==> src/design/decodeDefs.svh <==
// Width and count macros for the decode stage: data word, register address, register count
`ifndef DECODE_DEFS_SVH
`define DECODE_DEFS_SVH

// Machine word, also the program counter width
`define DATA_WIDTH 32

// Register index width
`define REG_ADDR_WIDTH 5

// Entries in the register file
`define REG_COUNT 32

`endif

==> src/design/decodePkg.sv <==
// Decode types: word and register index, opcode/function/ALU/branch enums, control and operand structs
package decodePkg;

	`include "decodeDefs.svh"

	typedef logic [`DATA_WIDTH-1:0] dataT;
	typedef logic [`REG_ADDR_WIDTH-1:0] regAddrT;

	// Primary opcode, bits 31:26
	typedef enum logic [5:0] {
		opRType = 6'd0,
		opJump = 6'd2,
		opCall = 6'd3,
		opBeq = 6'd4,
		opBne = 6'd5,
		opAddi = 6'd8,
		opAndi = 6'd12,
		opOri = 6'd13,
		opRet = 6'd16,
		opLoad = 6'd35,
		opStore = 6'd43,
		opHalt = 6'd63
	} opcodeE;

	// R-type function, bits 5:0
	typedef enum logic [5:0] {
		fnSll = 6'd0,
		fnSrl = 6'd2,
		fnAdd = 6'd32,
		fnSub = 6'd34,
		fnAnd = 6'd36,
		fnOr = 6'd37,
		fnXor = 6'd38,
		fnSlt = 6'd42
	} functE;

	typedef enum logic [3:0] {
		aluAdd, aluSub, aluAnd, aluOr, aluXor, aluSlt, aluSll, aluSrl, aluPass
	} aluOpE;

	typedef enum logic [1:0] {exuAlu, exuShifter, exuMemory, exuControl} exuOpE;

	typedef enum logic [2:0] {brNone, brEq, brNe, brAlways} branchOpE;

	typedef struct packed {
		aluOpE aluOp;
		exuOpE exuOp;
		logic [4:0] exuShift;
		branchOpE branchOp;
		logic branchCmd;
		logic jumpCmd;
		logic retCmd;
		logic aluCmd;
		logic halt;
		logic memWrite;
		logic memValid;
		logic memToReg;
		logic loadCmd;
		logic storeCmd;
		logic zeroEn;
		logic overflowEn;
		logic negativeEn;
		regAddrT writeAddr;
		logic writeEn;
	} ctrlT;

	typedef struct packed {
		dataT src0;
		dataT src1;
		dataT immediate;
		dataT branchAddr;
	} operandT;

endpackage

==> src/design/controlDecoder.sv <==
// Combinational opcode and function decoder: control bundle, call flag, register read addresses
module controlDecoder (
	input decodePkg::dataT instruction,
	output decodePkg::ctrlT ctrl,
	output logic callCmd,
	output decodePkg::regAddrT src0Addr,
	output logic src0En,
	output decodePkg::regAddrT src1Addr,
	output logic src1En
);
	import decodePkg::*;

	opcodeE opcode;
	functE funct;
	regAddrT rs;
	regAddrT rt;
	regAddrT rd;
	logic [4:0] shamt;

	assign opcode = opcodeE'(instruction[31:26]);
	assign funct = functE'(instruction[5:0]);
	assign rs = instruction[25:21];
	assign rt = instruction[20:16];
	assign rd = instruction[15:11];
	assign shamt = instruction[10:6];

	// ALU operation for each R-type function
	function automatic aluOpE aluForFunct(functE fn);
		case (fn)
			fnAdd: return aluAdd;
			fnSub: return aluSub;
			fnAnd: return aluAnd;
			fnOr: return aluOr;
			fnXor: return aluXor;
			fnSlt: return aluSlt;
			fnSll: return aluSll;
			fnSrl: return aluSrl;
			default: return aluPass;
		endcase
	endfunction

	always_comb begin
		logic rTypeValid;
		rTypeValid = 1'b0;
		ctrl = '0;
		callCmd = 1'b0;
		src0Addr = rs;
		src1Addr = rt;
		src0En = 1'b0;
		src1En = 1'b0;
		case (opcode)
			opRType: begin
				case (funct)
					fnAdd, fnSub, fnSlt: begin
						rTypeValid = 1'b1;
						src0En = 1'b1;
						ctrl.zeroEn = 1'b1;
						ctrl.overflowEn = 1'b1;
						ctrl.negativeEn = 1'b1;
					end
					fnAnd, fnOr, fnXor: begin
						rTypeValid = 1'b1;
						src0En = 1'b1;
						ctrl.zeroEn = 1'b1;
					end
					// Shifts operate on rt only
					fnSll, fnSrl: begin
						rTypeValid = 1'b1;
						ctrl.exuOp = exuShifter;
						ctrl.exuShift = shamt;
					end
					default: ;
				endcase
				if (rTypeValid) begin
					ctrl.aluOp = aluForFunct(funct);
					ctrl.aluCmd = 1'b1;
					ctrl.writeAddr = rd;
					ctrl.writeEn = 1'b1;
					src1En = 1'b1;
				end
			end
			opAddi, opAndi, opOri: begin
				src0En = 1'b1;
				ctrl.aluCmd = 1'b1;
				ctrl.writeAddr = rt;
				ctrl.writeEn = 1'b1;
				ctrl.zeroEn = 1'b1;
				if (opcode == opAddi) begin
					ctrl.aluOp = aluAdd;
					ctrl.overflowEn = 1'b1;
					ctrl.negativeEn = 1'b1;
				end else begin
					ctrl.aluOp = (opcode == opAndi) ? aluAnd : aluOr;
				end
			end
			opLoad: begin
				src0En = 1'b1;
				ctrl.exuOp = exuMemory;
				ctrl.loadCmd = 1'b1;
				ctrl.memValid = 1'b1;
				ctrl.memToReg = 1'b1;
				ctrl.writeAddr = rt;
				ctrl.writeEn = 1'b1;
			end
			opStore: begin
				src0En = 1'b1;
				src1En = 1'b1;
				ctrl.exuOp = exuMemory;
				ctrl.storeCmd = 1'b1;
				ctrl.memWrite = 1'b1;
				ctrl.memValid = 1'b1;
			end
			opBeq, opBne: begin
				src0En = 1'b1;
				src1En = 1'b1;
				ctrl.aluOp = aluSub;
				ctrl.exuOp = exuControl;
				ctrl.branchOp = (opcode == opBeq) ? brEq : brNe;
				ctrl.branchCmd = 1'b1;
			end
			opJump: begin
				ctrl.exuOp = exuControl;
				ctrl.branchOp = brAlways;
				ctrl.jumpCmd = 1'b1;
			end
			// Stack push of the return address with data a cycle later
			opCall: begin
				ctrl.exuOp = exuControl;
				ctrl.branchOp = brAlways;
				ctrl.memValid = 1'b1;
				callCmd = 1'b1;
			end
			opRet: begin
				ctrl.exuOp = exuControl;
				ctrl.branchOp = brAlways;
				ctrl.memValid = 1'b1;
				ctrl.retCmd = 1'b1;
			end
			opHalt: ctrl.halt = 1'b1;
			default: ;
		endcase
	end

endmodule

==> src/design/decodeStage.sv <==
// Instruction decode stage top: decoder, register file, immediate, branch target, call store data
module decodeStage (
	input logic iClk,
	input logic rstN,
	input decodePkg::dataT instruction,
	input decodePkg::dataT nextPC,
	input logic branchPredict,
	input decodePkg::regAddrT writeAddr,
	input decodePkg::dataT writeData,
	input logic writeEn,
	output decodePkg::ctrlT ctrl,
	output decodePkg::operandT operands,
	output decodePkg::dataT memData,
	output logic callCmd,
	output decodePkg::dataT nextPCOut,
	output logic branchPredictOut,
	output decodePkg::dataT instructionOut
);
	import decodePkg::*;

	`include "decodeDefs.svh"

	regAddrT src0Addr;
	regAddrT src1Addr;
	logic src0En;
	logic src1En;
	logic callDecoded;
	dataT src0;
	dataT src1;
	dataT immExt;
	dataT nextPCReg;
	logic callReg;

	controlDecoder decoder (
		.instruction(instruction),
		.ctrl(ctrl),
		.callCmd(callDecoded),
		.src0Addr(src0Addr),
		.src0En(src0En),
		.src1Addr(src1Addr),
		.src1En(src1En)
	);

	registerFile regFile (
		.iClk(iClk),
		.rstN(rstN),
		.readAddr0(src0Addr),
		.readEn0(src0En),
		.readAddr1(src1Addr),
		.readEn1(src1En),
		.writeAddr(writeAddr),
		.writeData(writeData),
		.writeEn(writeEn),
		.readData0(src0),
		.readData1(src1)
	);

	assign immExt = {{(`DATA_WIDTH - 16){instruction[15]}}, instruction[15:0]};

	// Word offset from the next PC
	assign operands = '{
		src0: src0,
		src1: src1,
		immediate: immExt,
		branchAddr: nextPC + (immExt << 2)
	};

	// Return address pushed the cycle after a call
	always_ff @(posedge iClk or negedge rstN) begin
		if (!rstN) begin
			callReg <= 1'b0;
			nextPCReg <= '0;
		end else begin
			callReg <= callDecoded;
			nextPCReg <= nextPC;
		end
	end

	assign memData = callReg ? nextPCReg : src1;
	assign callCmd = callReg;
	assign nextPCOut = nextPC;
	assign branchPredictOut = branchPredict;
	assign instructionOut = instruction;

	callDelay: assert property (@(posedge iClk) disable iff (!rstN)
		((instruction[31:26] == opCall) |=> callCmd)
		and ((instruction[31:26] != opCall) |=> !callCmd))
		else $error("decodeStage: call flag not delayed by exactly one cycle");

endmodule

==> src/design/registerFile.sv <==
// Register file: 32 words, two gated read ports, one write port, zero register, write-through bypass
module registerFile (
	input logic iClk,
	input logic rstN,
	input decodePkg::regAddrT readAddr0,
	input logic readEn0,
	input decodePkg::regAddrT readAddr1,
	input logic readEn1,
	input decodePkg::regAddrT writeAddr,
	input decodePkg::dataT writeData,
	input logic writeEn,
	output decodePkg::dataT readData0,
	output decodePkg::dataT readData1
);
	import decodePkg::*;

	`include "decodeDefs.svh"

	dataT regs [`REG_COUNT];

	// Register 0 is never written
	always_ff @(posedge iClk or negedge rstN) begin
		if (!rstN) begin
			for (int i = 0; i < `REG_COUNT; i++) begin
				regs[i] <= '0;
			end
		end else if (writeEn && writeAddr != '0) begin
			regs[writeAddr] <= writeData;
		end
	end

	// One read port with bypass of a write to the same address
	function automatic dataT readPort(regAddrT addr, logic en);
		if (!en || addr == '0)
			return '0;
		if (writeEn && addr == writeAddr)
			return writeData;
		return regs[addr];
	endfunction

	always_comb begin
		readData0 = readPort(readAddr0, readEn0);
		readData1 = readPort(readAddr1, readEn1);
	end

endmodule

==> config.mk <==
export PLATFORM = sky130hd
export DESIGN_NAME = decodeStage
export DESIGN_NICKNAME = d
export VERILOG_FILES = /design/src/design/decodePkg.sv /design/src/design/controlDecoder.sv /design/src/design/decodeStage.sv /design/src/design/registerFile.sv
export VERILOG_INCLUDE_DIRS = /design/src /design/src/design
export SDC_FILE = /design/constraint.sdc
export NUM_CORES = 2
export LEC_CHECK = 0
export BUFFER_PORTS_ARGS = -buffer_cell sky130_fd_sc_hd__buf_2
export CAP_MARGIN = 10
export CORE_ASPECT_RATIO = 1.4
export CORE_MARGIN = 3
export CORE_UTILIZATION = 25
export CTS_CLUSTER_SIZE = 8
export DETAILED_ROUTE_END_ITERATION = 10
export GPL_ROUTABILITY_DRIVEN = 0
export SYNTH_ARGS = -nofsm -noshare
export SYNTH_HDL_FRONTEND = slang
export SYNTH_HIERARCHICAL = 1
export SYNTH_SLANG_ARGS = --single-unit
==> constraint.sdc <==
create_clock -name iClk -period 3.8 [get_ports iClk]
set_input_delay 0.38 -clock iClk [delete_from_list [all_inputs] [get_ports iClk]]
set_output_delay 0.38 -clock iClk [all_outputs]
set_load 0.02 [all_outputs]
==> run summary <==
The floorplan has 210 rows. STA classifies the critical path startpoint as a primary input. The worst hold path was traced through 2 stages. The count of pins over their slew limit is 0. The final worst clock skew is 0 ns. For this block, the via count after detailed routing is 42740. The proportion of power drawn by combinational gates came out at 21.4%. Clock tree synthesis found a total of 1057 sinks. The required time of the critical path came out at 3.42 ns. Summed over all cells, the static leakage comes to 30.63 nW. The worst-case headroom to the max-slew limit is 28.75%. The number of top-level pins is 364. Dividing the synthesized area by the synthesized cell count gives 13.46 um2. The total count of hold-check failures in the final report came out at 0. The kind of critical path is in -> out.

The highest net fanout along the worst path came out at 21. Setup repair after global routing could not meet its margin everywhere. The part of the power in registers came out at 43.1%. The synthesis warning total came out at 6. The clock group share of total power is 35.5%. The fraction of layout cells with a size suffix above 1 is 50.13%. The library cell with the highest instance count after synthesis is mux2_2.

The worst hold path terminates at regFile/regs[45]$_DFFE_PN0P_. The clock tree synthesis step divided the H-tree into 4 levels. The sequential fraction of the synthesis area came out at 44.73%. The synthesized netlist devotes 7.036% of its cell area to compound gates.

The clock transition at the registers of the reported paths is 0.05 ns. The ratio of final minimum period to clock period came out at 99.41%. Global routing used 18.05% of the available tracks. The worst min-delay path category is in -> reg. For this design the ratio of total power to cell area is 494.9 nW/um2.

The overall die height came out at 581.4 um. The area of the core came out at 234600 um2. TritonCTS built the clock tree. The reported net switching power is 9.914 mW.

For the pin with the worst max-slew slack, the measured transition is 1.068 ns. The detail route stage leaves a number of antenna-violating nets equal to 0. The internal power of the cells totals 24.78 mW. For this block, the initial DRC count from the detailed router was 3547. The total detailed-routing wirelength came out at 225.6 mm. The initial standard-cell utilization of the core came out at 25.20%. Summed over its instances, the top area cell type makes up 44.73% of the synthesized netlist area.

In the post-synthesis netlist, the biggest area contributors are dfrtp_1 (45%), mux2_2 (20%), mux4_2 (13%). The count of different cell masters after synthesis came out at 77. From left edge to right edge, the die measures 417.0 um. At the end of the flow, the number of nets in the layout was 4843. In this run the clock root is driven by a clkbuf_16. Input and output buffers added on the ports amount to 359. The register bit count reported by yosys came out at 1057. The post-route total power came out at 34.70 mW.

In the synthesized netlist, the number of instances is 4393. The number of cells in the design after placement is 7577. With fillers left out, the area of the finished cells amounts to 70110 um2. The first global-routing pass estimated 323.2 mm of wire. The synthesized design contains 0 enable-type register cells. Summing the areas of all fa, ha and maj instances in the mapped netlist gives 0.6475% of the synthesized area. The die area is 242500 um2. The flop-to-flop setup slack came out at 2.98 ns.

Subtracting the final worst setup slack from the clock period gives 3.777 ns. The cell area after placement is 65500 um2. The per-cell via count in the routed design is 5.483. The count of max-cap constraint violations is 0.

Of the total synthesized cell area, the portion taken by AND, OR, NAND and NOR gates is 3.011%. Of all cell types, the one taking the most synthesized area is dfrtp_1. The final hold slack came out at 0.06794 ns.

The first detailed-routing pass took 6 iterations. The maximum clock frequency is 264.7 MHz. The post-detailed-route wirelength per cell came out at 28.94 um. The pin count of the biggest net entering global routing is 118.

The number of antenna violations at the first check in global routing came out at 15. The reg-to-reg startpoint is regFile/regs[800]$_DFFE_PN0P_. The data arrival time of the worst path is 3.40 ns. The relative area change from synthesis to final layout is 18.56%. The core occupancy in the finished layout is 29.88%. By count the netlist is led by mux2_2 (1067), dfrtp_1 (1057), mux4_2 (351).

The count of non-filler cells in the finished layout is 7795. The maximum root-to-sink buffer count came out at 4. STA classifies the critical path endpoint as an output pin.

The switching fraction of total power came out at 28.57%. The number of buffers created by CTS is 158. Summed over all layers, the global routing overflow is 0. In this run the cell area of the synthesized design comes to 59130 um2. The latest clock arrival within the worst-skew pair came out at 0.75 ns. The run finished with clean final reports. The worst ir drop on vdd is 0.0003646 V. The startpoint of the worst hold path is writeData[13]. The total setup violations reported at the end of the flow is 0. The xor-xnor portion of the synthesized cell area came out at 0.5036%. The commonest register cell after synthesis is dfrtp_1. The share of synthesized registers carrying an async set or reset is 100.0%. The largest family of logic cells by synthesized area is multiplexers. The via count of the first global-routing pass came to 45290. For this run, design rule violations remaining after detail routing come to 0. The proportion of synthesized area in mux cells is 39.01%. The cell count of the worst reg-to-reg path is 1. The half-perimeter wire length after detailed placement is 150.8 mm. The worst register-to-register path ends at regFile/regs[800]$_DFFE_PN0P_.
[kinds of logic after synthesis]
logic type / Yosys count
mux: 1731
other cells: 1
compound gates: 573
buf+inv: 598
xor+xnor: 34
flops: 1057
simple gates: 369
fa+ha+maj: 30
[stage by stage]
stage | setup TNS, ns | setup WS [ns]
6_report | 0 | 0.02258
5_1_grt | -0.07284 | -0.07284
4_1_cts | 0 | 0.01066
3_5_place_dp | -1.992 | -0.2819
3_3_place_gp | -2.526 | -0.2707
2_1_floorplan | 0 | 0.5281
[routing by layer]
metal  track usage, %  share of wire, %  vias to the layer above
met1            20.33                36                    22470
met5                0             0.018                        -
met3            3.324               7.1                      807
met2            30.70                49                     2256
met4            12.88               8.2                        6
li1                 -                 -                    17200
[power by group through the flow]
stage | Clock (mW) | Sequential (mW) | Combinational, mW
6_report | 12.3 | 14.9 | 7.43
5_1_grt | 13.0 | 15.2 | 7.90
4_1_cts | 12.6 | 14.9 | 7.39
3_5_place_dp | 0 | 15.0 | 7.32
3_3_place_gp | 0 | 14.9 | 7.17
2_1_floorplan | 0 | 14.5 | 5.29
[registers in the layout (all words and copies together) (netlist names)]
signal / cells
regFile/regs: 1024
nextPCReg: 32
callCmd: 1
[timing repair]
action / CTS / global route
hold buffers: 36 / 0
setup buffers: 7 / 1
gates resized for setup: 9 / 16
hold endpoints to repair: 86 / 0
endpoints found under the setup margin: 19 / 13
pin swaps: 1 / 0
cloned: 1 / 0
[area by class of cell]
| class | instances | area, um2 |
|---|---|---|
| clock buffer | 161 | 3986 |
| fill | 23490 | 164500 |
| antenna | 7 | 17.52 |
| clock inverter | 5 | 72.57 |
| tap | 3074 | 3846 |
| inverter | 20 | 75.07 |
| multi-input combinational | 2740 | 30000 |
| sequential | 1057 | 26450 |
| timing repair buffer | 731 | 5662 |
[cell usage in the layout, fill, tap and decap left out, drive strengths merged, types with 16 or more instances in the layout]
cell type       n
a22oi         106
clkbuf        161
nand2         135
dlygate4sd3    36
xnor2          22
a21oi         127
nand2b         17
a32o           50
a2111oi        31
ha             29
mux2i         305
a22o           35
nor3           29
o221ai         30
nor2           65
inv            22
mux2         1075
o22ai          44
mux4          351
nand3          52
o211ai         23
a211oi         23
o21ai          42
buf           695
dfrtp        1057
a31oi          16
[how the worst max path moves through the flow]
stage | startpoint | slack, ns | to | cells past startpoint
3_3_place_gp | instruction[31] | -0.27 | operands[123] | 12
3_5_place_dp | instruction[31] | -0.28 | operands[123] | 12
5_1_grt | nextPC[6] | -0.07 | operands[30] | 12
6_report | instruction[31] | 0.02 | memData[17] | 12
4_1_cts | instruction[31] | 0.01 | operands[104] | 13
2_1_floorplan | instruction[31] | 0.53 | memData[10] | 10
[worst max-delay path, stage by stage]
cell and delay (ns):
buf_2 0.12, or4_4 0.56, nor4_4 0.19, o21a_4 0.17, or3_1 0.16, nand2_1 0.21
buf_4 0.21, nor2b_4 0.10, buf_4 0.36, a32o_1 0.47, mux2_2 0.24, buf_2 0.17
Note: power is estimated with default switching activity, not from simulation.
